### src/hdl/regblk_pkg.sv
// Shared widths, register map, reset values and enums for the APB register block and its testbench.
`default_nettype none

package regblk_pkg;

  // bus and register widths.
  localparam int DATA_WIDTH = 32;
  localparam int ADDR_WIDTH = 8;

  // the block holds seven registers at consecutive word addresses.
  localparam int NUM_REGS = 7;

  typedef logic [DATA_WIDTH-1:0] data_t;
  typedef logic [ADDR_WIDTH-1:0] addr_t;

  // one bit per register, used for strobes and hardware write enables.
  typedef logic [NUM_REGS-1:0] reg_sel_t;

  // software access types a register field can take.
  // rc is a read-to-clear register, so its update strobe is the read strobe.
  typedef enum logic [2:0] {
    ACS_RW,
    ACS_RO,
    ACS_WO,
    ACS_W1C,
    ACS_W1S,
    ACS_W0C,
    ACS_RC
  } sw_access_e;

  // states of the APB completer.
  typedef enum logic [1:0] {
    APB_IDLE,
    APB_ACCESS,
    APB_RESP
  } apb_state_e;

  // register addresses, all word aligned.
  localparam addr_t REG_CTRL_ADDR   = 8'h00;
  localparam addr_t REG_ID_ADDR     = 8'h04;
  localparam addr_t REG_KEY_ADDR    = 8'h08;
  localparam addr_t REG_STATUS_ADDR = 8'h0C;
  localparam addr_t REG_EVENT_ADDR  = 8'h10;
  localparam addr_t REG_FLAGS_ADDR  = 8'h14;
  localparam addr_t REG_COUNT_ADDR  = 8'h18;

  // access type of each register, indexed by register number.
  // the order is CTRL, ID, KEY, STATUS, EVENT, FLAGS, COUNT.
  localparam sw_access_e REG_ACCESS [NUM_REGS] = '{
    ACS_RW, ACS_RO, ACS_WO, ACS_W1C, ACS_W1S, ACS_W0C, ACS_RC
  };

  // reset value of each register, in the same order.
  // FLAGS starts all ones because software can only clear it.
  localparam data_t REG_RESET [NUM_REGS] = '{
    32'h0000_0000, 32'h5245_4701, 32'h0000_0000, 32'h0000_0000,
    32'h0000_0000, 32'hFFFF_FFFF, 32'h0000_0000
  };

endpackage

`default_nettype wire

### src/hdl/apb_access.sv
// APB completer front end; turns each setup/access pair into one request pulse with one wait state.
`timescale 1ns/1ps
`default_nettype none

module apb_access (
  input  logic               clk_i,
  input  logic               rst_i,
  // APB requester side.
  input  logic               psel_i,
  input  logic               penable_i,
  input  logic               pwrite_i,
  input  regblk_pkg::addr_t  paddr_i,
  input  regblk_pkg::data_t  pwdata_i,
  // error flag from the address decoder, valid together with req_o.
  input  logic               err_i,
  // request towards the decoder and the register fields.
  output logic               req_o,
  output logic               req_write_o,
  output regblk_pkg::addr_t  req_addr_o,
  output regblk_pkg::data_t  req_wdata_o,
  // APB response.
  output logic               pready_o,
  output logic               pslverr_o
);

  regblk_pkg::apb_state_e state_q;
  regblk_pkg::apb_state_e state_d;

  // error of the transfer in flight, captured in the first access cycle.
  logic err_q;

  // the requester is in the access phase of a transfer.
  logic access_phase;

  assign access_phase = psel_i & penable_i;

  // the request fires in the first access cycle only.
  // once the FSM reaches the response state the same transfer is ignored.
  assign req_o = access_phase & (state_q != regblk_pkg::APB_RESP);

  // APB holds every input stable through the access phase.
  // The request payload is therefore taken straight from the bus.
  assign req_write_o = pwrite_i;
  assign req_addr_o  = paddr_i;
  assign req_wdata_o = pwdata_i;

  // APB_ACCESS marks a selected transfer whose access phase is due next.
  // An access phase seen directly from idle is accepted as well.
  always_comb begin
    state_d = state_q;
    case (state_q)
      regblk_pkg::APB_IDLE: begin
        if (access_phase) begin
          state_d = regblk_pkg::APB_RESP;
        end else if (psel_i) begin
          state_d = regblk_pkg::APB_ACCESS;
        end
      end
      regblk_pkg::APB_ACCESS: begin
        if (access_phase) begin
          state_d = regblk_pkg::APB_RESP;
        end else if (!psel_i) begin
          // the requester dropped the transfer before the access phase.
          state_d = regblk_pkg::APB_IDLE;
        end
      end
      regblk_pkg::APB_RESP: begin
        // the response lasts one cycle, so the transfer ends here.
        state_d = regblk_pkg::APB_IDLE;
      end
      default: begin
        state_d = regblk_pkg::APB_IDLE;
      end
    endcase
  end

  always_ff @(posedge clk_i) begin
    if (rst_i) begin
      state_q <= regblk_pkg::APB_IDLE;
      err_q   <= 1'b0;
    end else begin
      state_q <= state_d;
      if (req_o) begin
        err_q <= err_i;
      end
    end
  end

  // pready is high for exactly the cycle after the first access cycle.
  assign pready_o  = (state_q == regblk_pkg::APB_RESP);
  assign pslverr_o = (state_q == regblk_pkg::APB_RESP) & err_q;

endmodule

`default_nettype wire

### src/hdl/reg_decode.sv
// Address decoder; turns a request into one-hot register strobes and flags bad accesses.
`timescale 1ns/1ps
`default_nettype none

module reg_decode (
  input  logic                 req_i,
  input  logic                 req_write_i,
  input  regblk_pkg::addr_t    req_addr_i,
  // one-hot software strobes, all zero when the access faults.
  output regblk_pkg::reg_sel_t sw_wen_o,
  output regblk_pkg::reg_sel_t sw_ren_o,
  // high with req_i when the access must complete with pslverr.
  output logic                 err_o
);

  // register number of the addressed register.
  logic [$clog2(regblk_pkg::NUM_REGS)-1:0] idx;

  // the address matches a mapped, word-aligned register.
  logic hit;

  // the access type forbids this access.
  logic illegal;

  // one-hot form of idx.
  regblk_pkg::reg_sel_t sel;

  // misaligned addresses match no entry and fall into the default branch.
  always_comb begin
    hit = 1'b1;
    idx = '0;
    case (req_addr_i)
      regblk_pkg::REG_CTRL_ADDR:   idx = 3'd0;
      regblk_pkg::REG_ID_ADDR:     idx = 3'd1;
      regblk_pkg::REG_KEY_ADDR:    idx = 3'd2;
      regblk_pkg::REG_STATUS_ADDR: idx = 3'd3;
      regblk_pkg::REG_EVENT_ADDR:  idx = 3'd4;
      regblk_pkg::REG_FLAGS_ADDR:  idx = 3'd5;
      regblk_pkg::REG_COUNT_ADDR:  idx = 3'd6;
      default:                     hit = 1'b0;
    endcase
  end

  assign sel = regblk_pkg::reg_sel_t'(1) << idx;

  // only a write to a read-only register is illegal.
  // a read of a write-only register succeeds and returns zero.
  assign illegal = req_write_i && (regblk_pkg::REG_ACCESS[idx] == regblk_pkg::ACS_RO);

  assign err_o = req_i & (~hit | illegal);

  // a faulting access leaves every register untouched.
  always_comb begin
    sw_wen_o = '0;
    sw_ren_o = '0;
    if (req_i && hit && !illegal) begin
      if (req_write_i) begin
        sw_wen_o = sel;
      end else begin
        sw_ren_o = sel;
      end
    end
  end

endmodule

`default_nettype wire

### src/hdl/regfield.sv
// One 32-bit register field with a fixed software access type and a hardware write port.
`timescale 1ns/1ps
`default_nettype none

module regfield #(
  parameter regblk_pkg::sw_access_e ACCESS  = regblk_pkg::ACS_RW,
  parameter regblk_pkg::data_t      RST_VAL = '0
) (
  input  logic              clk_i,
  input  logic              rst_i,
  // software strobe and data.
  // for an rc field the strobe is the read strobe of the register.
  input  logic              sw_wen_i,
  input  regblk_pkg::data_t sw_wdata_i,
  // direct write from the peripheral logic.
  input  logic              hw_wen_i,
  input  regblk_pkg::data_t hw_wdata_i,
  // registered software strobe, high the cycle after a software update.
  output logic              sw_upd_o,
  output regblk_pkg::data_t data_o
);

  regblk_pkg::data_t data_q;
  regblk_pkg::data_t data_d;

  // value the software bits act upon.
  // a hardware write in the same cycle replaces the stored value here.
  regblk_pkg::data_t base;

  assign base = hw_wen_i ? hw_wdata_i : data_q;

  // software takes priority over hardware on every bit it touches.
  always_comb begin
    data_d = data_q;
    case (ACCESS)
      regblk_pkg::ACS_RW, regblk_pkg::ACS_WO: begin
        if (sw_wen_i) begin
          data_d = sw_wdata_i;
        end else if (hw_wen_i) begin
          data_d = hw_wdata_i;
        end
      end
      regblk_pkg::ACS_W1C: begin
        // ones written by software clear the matching bits.
        data_d = sw_wen_i ? (base & ~sw_wdata_i) : base;
      end
      regblk_pkg::ACS_W1S: begin
        // ones written by software set the matching bits.
        data_d = sw_wen_i ? (base | sw_wdata_i) : base;
      end
      regblk_pkg::ACS_W0C: begin
        // zeros written by software clear the matching bits.
        data_d = sw_wen_i ? (base & sw_wdata_i) : base;
      end
      regblk_pkg::ACS_RC: begin
        // a read clears the whole register, even against a hardware write.
        data_d = sw_wen_i ? '0 : base;
      end
      default: begin
        // read-only fields follow the hardware alone.
        if (hw_wen_i) begin
          data_d = hw_wdata_i;
        end
      end
    endcase
  end

  always_ff @(posedge clk_i) begin
    if (rst_i) begin
      data_q   <= RST_VAL;
      sw_upd_o <= 1'b0;
    end else begin
      data_q   <= data_d;
      sw_upd_o <= sw_wen_i;
    end
  end

  assign data_o = data_q;

endmodule

`default_nettype wire

### src/hdl/reg_readback.sv
// Read-back stage; selects and masks the addressed field and registers it as APB read data.
`timescale 1ns/1ps
`default_nettype none

module reg_readback (
  input  logic                                         clk_i,
  input  logic                                         rst_i,
  // request strobe from the APB stage, high in the first access cycle.
  input  logic                                         req_i,
  // one-hot read strobe from the decoder.
  input  regblk_pkg::reg_sel_t                         sw_ren_i,
  // current value of every field.
  input  regblk_pkg::data_t [regblk_pkg::NUM_REGS-1:0] field_data_i,
  output regblk_pkg::data_t                            prdata_o
);

  // read data of the current request before it is registered.
  regblk_pkg::data_t rdata_d;
  regblk_pkg::data_t prdata_q;

  // writes and faulting accesses carry no read strobe and return zero.
  // write-only registers are masked so software never sees their contents.
  always_comb begin
    regblk_pkg::data_t mask;
    rdata_d = '0;
    mask    = '0;
    for (int i = 0; i < regblk_pkg::NUM_REGS; i++) begin
      mask = (regblk_pkg::REG_ACCESS[i] == regblk_pkg::ACS_WO) ? '0 : '1;
      if (sw_ren_i[i]) begin
        rdata_d = rdata_d | (field_data_i[i] & mask);
      end
    end
  end

  // the field value is sampled before the edge that applies a read clear.
  // an rc register therefore returns its value from before the clear.
  always_ff @(posedge clk_i) begin
    if (rst_i) begin
      prdata_q <= '0;
    end else if (req_i) begin
      prdata_q <= rdata_d;
    end
  end

  // the data is held until the next request.
  // it is only meaningful while pready is high.
  assign prdata_o = prdata_q;

endmodule

`default_nettype wire

### src/hdl/regblk_top.sv
// Top level of the APB register block; connects the APB stage, decoder, fields and read-back.
`timescale 1ns/1ps
`default_nettype none

module regblk_top (
  input  logic                                         clk_i,
  input  logic                                         rst_i,
  // APB completer port.
  input  logic                                         psel_i,
  input  logic                                         penable_i,
  input  logic                                         pwrite_i,
  input  regblk_pkg::addr_t                            paddr_i,
  input  regblk_pkg::data_t                            pwdata_i,
  output regblk_pkg::data_t                            prdata_o,
  output logic                                         pready_o,
  output logic                                         pslverr_o,
  // hardware side of the peripheral.
  input  regblk_pkg::reg_sel_t                         hw_wen_i,
  input  regblk_pkg::data_t [regblk_pkg::NUM_REGS-1:0] hw_wdata_i,
  output regblk_pkg::data_t [regblk_pkg::NUM_REGS-1:0] reg_q_o,
  output regblk_pkg::reg_sel_t                         sw_upd_o
);

  // request from the APB stage, valid in the first access cycle.
  logic              req;
  logic              req_write;
  regblk_pkg::addr_t req_addr;
  regblk_pkg::data_t req_wdata;

  // decoder results.
  logic                 err;
  regblk_pkg::reg_sel_t sw_wen;
  regblk_pkg::reg_sel_t sw_ren;

  // value of every field, shared by the read-back and the peripheral.
  regblk_pkg::data_t [regblk_pkg::NUM_REGS-1:0] field_q;

  apb_access i_apb_access (
    .clk_i       (clk_i),
    .rst_i       (rst_i),
    .psel_i      (psel_i),
    .penable_i   (penable_i),
    .pwrite_i    (pwrite_i),
    .paddr_i     (paddr_i),
    .pwdata_i    (pwdata_i),
    .err_i       (err),
    .req_o       (req),
    .req_write_o (req_write),
    .req_addr_o  (req_addr),
    .req_wdata_o (req_wdata),
    .pready_o    (pready_o),
    .pslverr_o   (pslverr_o)
  );

  reg_decode i_reg_decode (
    .req_i       (req),
    .req_write_i (req_write),
    .req_addr_i  (req_addr),
    .sw_wen_o    (sw_wen),
    .sw_ren_o    (sw_ren),
    .err_o       (err)
  );

  // one field per register, typed from the register map.
  // the rc field is updated by its read strobe instead of a write strobe.
  for (genvar i = 0; i < regblk_pkg::NUM_REGS; i++) begin : gen_field
    regfield #(
      .ACCESS  (regblk_pkg::REG_ACCESS[i]),
      .RST_VAL (regblk_pkg::REG_RESET[i])
    ) i_regfield (
      .clk_i      (clk_i),
      .rst_i      (rst_i),
      .sw_wen_i   ((regblk_pkg::REG_ACCESS[i] == regblk_pkg::ACS_RC) ? sw_ren[i] : sw_wen[i]),
      .sw_wdata_i (req_wdata),
      .hw_wen_i   (hw_wen_i[i]),
      .hw_wdata_i (hw_wdata_i[i]),
      .sw_upd_o   (sw_upd_o[i]),
      .data_o     (field_q[i])
    );
  end

  reg_readback i_reg_readback (
    .clk_i        (clk_i),
    .rst_i        (rst_i),
    .req_i        (req),
    .sw_ren_i     (sw_ren),
    .field_data_i (field_q),
    .prdata_o     (prdata_o)
  );

  assign reg_q_o = field_q;

endmodule

`default_nettype wire

### config.mk
export PLATFORM = sky130hd
export DESIGN_NAME = regblk_top
export DESIGN_NICKNAME = d
export VERILOG_FILES = /design/src/hdl/regblk_pkg.sv /design/src/hdl/apb_access.sv /design/src/hdl/reg_decode.sv /design/src/hdl/regfield.sv /design/src/hdl/reg_readback.sv /design/src/hdl/regblk_top.sv
export SDC_FILE = /design/constraint.sdc
export NUM_CORES = 1
export LEC_CHECK = 0
export ABC_AREA = 0
export BUFFER_PORTS_ARGS = -buffer_cell sky130_fd_sc_hd__buf_2
export CAP_MARGIN = 20
export CORE_AREA = 2 2 213 215
export CTS_BUF_LIST = sky130_fd_sc_hd__clkbuf_16
export DETAILED_ROUTE_END_ITERATION = 6
export DIE_AREA = 0 0 215 217
export PLACE_DENSITY_LB_ADDON = 0.05
export RECOVER_POWER = 100
export SETUP_SLACK_MARGIN = 0.15
export SLEW_MARGIN = 20
export SYNTH_ARGS = -nofsm -noshare
export SYNTH_HDL_FRONTEND = slang
export SYNTH_SLANG_ARGS = --single-unit
### constraint.sdc
create_clock -name clk_i -period 3.9 [get_ports clk_i]
set_clock_uncertainty 0.05 [all_clocks]
set_input_delay 0.78 -clock clk_i [delete_from_list [all_inputs] [get_ports clk_i]]
set_output_delay 0.78 -clock clk_i [all_outputs]
set_load 0.005 [all_outputs]
# Word level (Yosys, flattened, before mapping)
# Memory sizes are Yosys's and may differ from the RTL's.
# Index checks and enable logic that the tools add are counted.
[totals]
reg_bits = 266
rom_bits = 24
out_inout_bits = 265
word_cells = 91
mem_count = 1
[classes]
n_lt_le_gt_ge = 1
n_eq_ne = 12
shift = 1
n_mux = 29
bitwise = 18
n_reduce_logical = 12
[mem_list]
columns = ["name", "words", "word_bits", "read_ports", "rd_ports_with_merged_regs", "wr", "line_no", "text"]
rows = [
  ["(name not given)", 8, 3, 1, 0, 0, "reg_decode.sv:48", "assign illegal = req_write_i && (regblk_pkg::REG_ACCESS[idx] == regblk_pkg::ACS_RO);"],
]
[op_table]
columns = ["cell", "n"]
rows = [
  ["$mux 32", 16],
  ["$or 32x32->32", 6],
  ["$and 32x32->32", 2],
  ["$not 32->32", 1],
  ["$eq 8x5->1 const B", 3],
  ["$pmux 3 s6", 1],
  ["$eq 8x4->1 const B", 2],
  ["$mux 7", 2],
  ["$mux 6", 2],
  ["$eq 8x3->1 const B", 1],
  ["$logic_not 8->1", 1],
  ["$mux 2", 4],
  ["$reduce_or 7->1", 1],
  ["$shl 1x3->7 const A", 1],
  ["$mux 3", 2],
  ["$ne 3x2->1 const B", 2],
  ["$and 1x1->1", 4],
  ["$ge 4x4->1 const B", 1],
  ["$not 3->4", 1],
  ["$pmux 2 s2", 1],
  ["$reduce_bool 2->1", 2],
  ["$eq 3x1->1 const B", 1],
  ["$logic_and 1x1->1", 3],
  ["$not 1->1", 3],
  ["other kinds (10)", 10],
]

# Depth between registers and ports, before layout
[logic_depth]
ltp_word = 22
ltp_mapped = 8
ltp_nobuf = 5

# Hierarchy
# From an unflattened synthesis, not the netlist that was laid out.
[unflattened]
cells_unflattened = 1199
hier_area_um2 = 12781.0
[by_module_without_submodules]
columns = ["module", "n_inst", "cells_per_inst", "area_per_inst_um2", "seq_area_each_um2"]
rows = [
  ["regfield at gen_field[0].i_regfield ...", 2, 145, 1542.7, 660.6],
  ["reg_readback", 1, 220, 2165.8, 640.6],
  ["regfield at gen_field[5].i_regfield", 1, 140, 1616.6, 660.6],
  ["regfield at gen_field[3].i_regfield", 1, 110, 1492.7, 660.6],
  ["regfield at gen_field[4].i_regfield", 1, 142, 1383.8, 660.6],
  ["regfield at gen_field[1].i_regfield", 1, 106, 1204.9, 660.6],
  ["regfield at gen_field[6].i_regfield", 1, 107, 1188.6, 660.6],
  ["apb_access", 1, 53, 447.9, 60.1],
  ["reg_decode", 1, 31, 195.2, 0.0],
]

# Worst setup path after synthesis
# OpenSTA, ideal clock, no wires.
[synth_path]
path_type = "input to register"
startpoint = "input port paddr_i[5]"
endpoint = "register i_reg_readback.prdata_q[28], in the netlist i_reg_readback.prdata_o[28]"
setup_ps = 139
arrival_ps = 2501
path_slack_ps = 1211
cell_stages = 6
path_cell_list = "or3_4 > or4_1 > clkbuf_1 > a221o_1 > a22oi_1 > a211oi_1"
[synth_via]
elab_chain_len = 22
elab_cells_between_ends = 33
[synth_rtl]
columns = ["item", "line_no", "text"]
rows = [
  ["start, declared", "regblk_top.sv:12", "input regblk_pkg::addr_t paddr_i,"],
  ["$eq 8x5->1 (tied with other cells)", "reg_decode.sv:32", "case (req_addr_i)"],
  ["$pmux 3 s6", "reg_decode.sv:32", ""],
  ["$not 3->4 (implied by the code)", "reg_decode.sv:48", ""],
  ["$mem_v2 8x3", "n/a", ""],
  ["$mux 3 (implied by the code) (2 in series)", "reg_decode.sv:48", ""],
  ["$eq 3x1->1", "reg_decode.sv:48", ""],
  ["$logic_and 1x1->1", "reg_decode.sv:48", ""],
  ["$logic_not 1->1", "reg_decode.sv:56", "if (req_i && hit && !illegal) begin"],
  ["[5 not listed]", "n/a", ""],
  ["$or 32x32->32", "reg_readback.sv:30", "rdata_d = rdata_d | (field_data_i[i] & mask);"],
  ["$mux 32", "reg_readback.sv:29", "if (sw_ren_i[i]) begin"],
  ["$or 32x32->32", "reg_readback.sv:30", ""],
  ["$mux 32", "reg_readback.sv:29", ""],
  ["$or 32x32->32", "reg_readback.sv:30", ""],
  ["$mux 32", "reg_readback.sv:29", ""],
  ["$or 32x32->32", "reg_readback.sv:30", ""],
  ["$mux 32 *", "reg_readback.sv:29", ""],
  ["end signal, assigned", "reg_readback.sv:41", "prdata_q <= rdata_d;"],
  ["end, declared", "reg_readback.sv:19", "regblk_pkg::data_t prdata_q;"],
]
# Mark *: on every way between the ends. The rest lies on a longest branch, timed or not. The select of a mux whose other input is x is not followed.
# A chain may end at the register's enable or synchronous reset.

# Worst setup path after layout
[layout_path]
startpoint = "input port paddr_i[5]"
endpoint = "register gen_field[0].i_regfield.data_q[23]"
[layout_via]
elab_chain_len = 12
elab_cells_between_ends = 24
[layout_rtl]
columns = ["item", "line_no", "text"]
rows = [
  ["$eq 8x5->1 (tied with other cells)", "reg_decode.sv:32", ""],
  ["$pmux 3 s6", "reg_decode.sv:32", ""],
  ["$not 3->4 (implied by the code)", "reg_decode.sv:48", ""],
  ["$mem_v2 8x3", "n/a", ""],
  ["$mux 3 (implied by the code) (2 in series)", "reg_decode.sv:48", ""],
  ["$eq 3x1->1", "reg_decode.sv:48", ""],
  ["$logic_and 1x1->1", "reg_decode.sv:48", ""],
  ["$logic_not 1->1", "reg_decode.sv:56", ""],
  ["$logic_and 1x1->1", "reg_decode.sv:56", ""],
  ["$mux 6 *", "reg_decode.sv:56", ""],
  ["$mux 32 / $reduce_bool 2->1 (equally long branches)", "n/a", ""],
  ["end signal, assigned", "regfield.sv:73", "data_q <= data_d;"],
  ["end, declared", "regfield.sv:23", "regblk_pkg::data_t data_q;"],
]
# Marks and branches as above.

==> metrics.txt <==
total gr overflow=0; hold path cells=2; synthesized area per cell=just over 10 µm²; num ports=541; cts bufs inserted=34; post-route cell area=15940 µm²; Max Buffers Root-to-Sink=3; hold path endpoint=i_apb_access.state_q[0]; sequential area share after synthesis=45.35%; Initial DRC Count=around 600; Synth Area in Compound Gates=about a fifth; worst setup path startpoint=paddr_i[5]; CTS tree=built; FF-to-FF setup slack=~1100 ps; gpl congestion=0.8169; post-synthesis instance area=between 10000 and 15000 µm²; crit-path cells=buf_2 > or3_1 > or4_2 > buf_4 > nand3_4 > clkbuf_2 > nor2_1 > a211oi_1; CTS resizes=0; H-Tree Depth=2; worst r2r dst=gen_field[2].i_regfield.data_o[0]; P per Cell Area=445.2 nW/µm²; postcts setup bufs=0; largest family of logic cells by synthesized area=compound AO/OA/AOI/OAI gates; Fill cells=4842; RSZ-0062 raised after global routing=false; largest cells by area after synthesis=dfxtp_1, mux2i_1, a211oi_1; outcome=finished with violations; Clock power frac=between 40 and 50%; Nets=1938; DR vias=11631; Site Rows=78; total of warnings raised by yosys=0; CP Max Fanout=30; clk slew on worst S/H paths=60 ps; Final ANT Viol Nets=0; R2R depth=7; Data arrival, critical path=approximately 3700 ps; Area Overhead vs Synth=35.74%; die width=approximately 220 µm; fin crit share=84.29%; core box area=44700 µm²; Max Clock Freq=304.2 MHz; RR Startpoint=i_apb_access.state_q[1]; Final Slew Violations=76; CP Launch Type=input port; share of cells above drive strength 1=about 30%; CP endpoint kind=register; EDFF count, synth=0; worst vdd ir=around 0.2 mV; router iterations before antenna repair=6; top_reg_cell synth=dfxtp_1; All-Layer GR Usage=25.36%; Avg Vias per Cell=5.075; initial antenna violation count=10; Lkg Pwr=6.812 nW; CP max stage delay=770 ps; Final Hold Fails=0; Clock Root Buffer=clkbuf_16; clk_lat worst skew=around 540 ps; IO Port Bufs=540; commonest cells after routing, fill and taps aside=buf_2, dfxtp_1, mux2i_1; syn nets=between 1000 and 1500; largest net degree at the start of global routing=81; Seq cells post-synth=~270; Hold WC Path Type=in2reg; minimum clock period=about 3300 ps; max cap viols=2; Setup CP Type=in2reg; final wirelength=61090 µm; Max-slew headroom=-50.97%; Yosys cell types=52; placed inst area=15180 µm²; Post-Synth Simple-Gate Area=9.483%; switching part of the total=26.95%; Yosys top cell area share=45.35%; worst slew pin tran=2265 ps; DR WL/cell=26.65 µm; Gate power share=12.5%; first-pass GRT wire length=85680 µm; post-synthesis xor/xnor area fraction=0%; CP Data Required Time=4290 ps; drt drc=0; DP HPWL=~45000 µm; multiplexer share of the synthesized area=19.44%; hold_buf cts=0; Die ar.=roughly 47000 µm²; P_int=5.184 mW; violated checks=capacitance limit, slew limit; min-delay src=penable_i; Setup TNS Final=0 ps; # setup viols final=0; area leader, netlist=dfxtp_1; Post-Syn Instances=1157; CP max stage cell=or4_2; Initial Util=26.27%; ys async rst share=0%; Multi-input gate area=5899 µm²; P_sw=between 1.5 and 2 mW; Sink Count=roughly 270; Synth Area in Adders=0%; register area=5325 µm²; Flop pwr share=42.6%; commonest non-fill, non-tap cell in the layout=buf_2; number of global-route vias before repair=between 10000 and 15000; Die Y-Extent=217 µm
cells in the mapped netlist, types with 11 or more instances:
cell type	number
o22a_1	32
a21o_1	16
a211o_1	11
buf_2	21
a211oi_2	12
a222oi_1	15
nor2b_1	14
clkbuf_1	78
mux2_2	32
nor3_1	11
nand2_1	31
mux2i_1	192
o2bb2ai_1	30
a211oi_1	109
dfxtp_1	266
a221oi_1	32
nor2_1	147
a21oi_1	11
cell families (layout without fill, tap and decap cells):
group	count (synthesis)	after routing
AO/OA/AOI/OAI	305	305
multiplexers	224	224
AND/OR/NAND/NOR	242	242
flip-flops	266	266
other	1	5
buffers and inverters	119	650
worst max-delay path, delay by kind of cell:
| kind | cells | cell delay, ps |
|---|---|---|
| AO/OA/AOI/OAI | 1 | 270 |
| buffers and inverters | 3 | 940 |
| AND/OR/NAND/NOR | 4 | 1650 |
registers in the layout, summed over array words and instances, names as in the netlist:
signal                         cells
i_apb_access.err_q                 1
gen_field.i_regfield.sw_upd_o      7
i_apb_access.state_q               2
i_reg_readback.prdata_o           32
gen_field.i_regfield.data_o      224
stage by stage:
step	setup WS, ps	hold WS [ps]	util, %	instances	total power [mW]
finish	612.9	369.1	35.66	2292	7.097
global route	467.0	349.8	35.65	2291	7.360
CTS	1017	330.1	36.44	2288	7.228
detailed placement	452.4	394.4	33.95	2226	4.001
global placement	467.3	386.6	33.95	2226	3.998
floorplan	1211	364.0	-	1157	3.453
power by group through the flow:
stage | Sequential, mW | Combinational [mW] | Clock [mW]
after floorplan | 3.04 | 0.409 | 0
after global placement | 3.08 | 0.921 | 0
after detailed placement | 3.08 | 0.925 | 0
after CTS | 3.02 | 0.928 | 3.28
after global routing | 3.04 | 0.958 | 3.36
final | 3.02 | 0.885 | 3.19
routing by layer:
layer	vias up	track usage, %	wire, µm
met5	-	0	24
met4	4	8.023	1422
met3	84	5.535	4007
met2	471	42.66	29170
met1	5674	32.41	26470
li1	5398	-	-
final cells by class:
cell class | count | share of cell area, %
multi-input combinational | 772 | 37.01
sequential | 266 | 33.41
timing repair buffer | 585 | 17.76
clock buffer | 37 | 5.809
tap | 600 | 4.710
clock inverter | 25 | 1.170
inverter | 3 | 0.07065
antenna | 4 | 0.06280
worst max path at each step:
stage,end,cells after the start
detailed placement,i_reg_readback.prdata_o[9],7
floorplan,i_reg_readback.prdata_o[28],6
global placement,i_reg_readback.prdata_o[9],7
CTS,i_reg_readback.prdata_o[14],6
global route,gen_field[0].i_regfield.data_o[23],8
finish,gen_field[0].i_regfield.data_o[23],8
No activity file was read; power rests on OpenSTA's default activity.
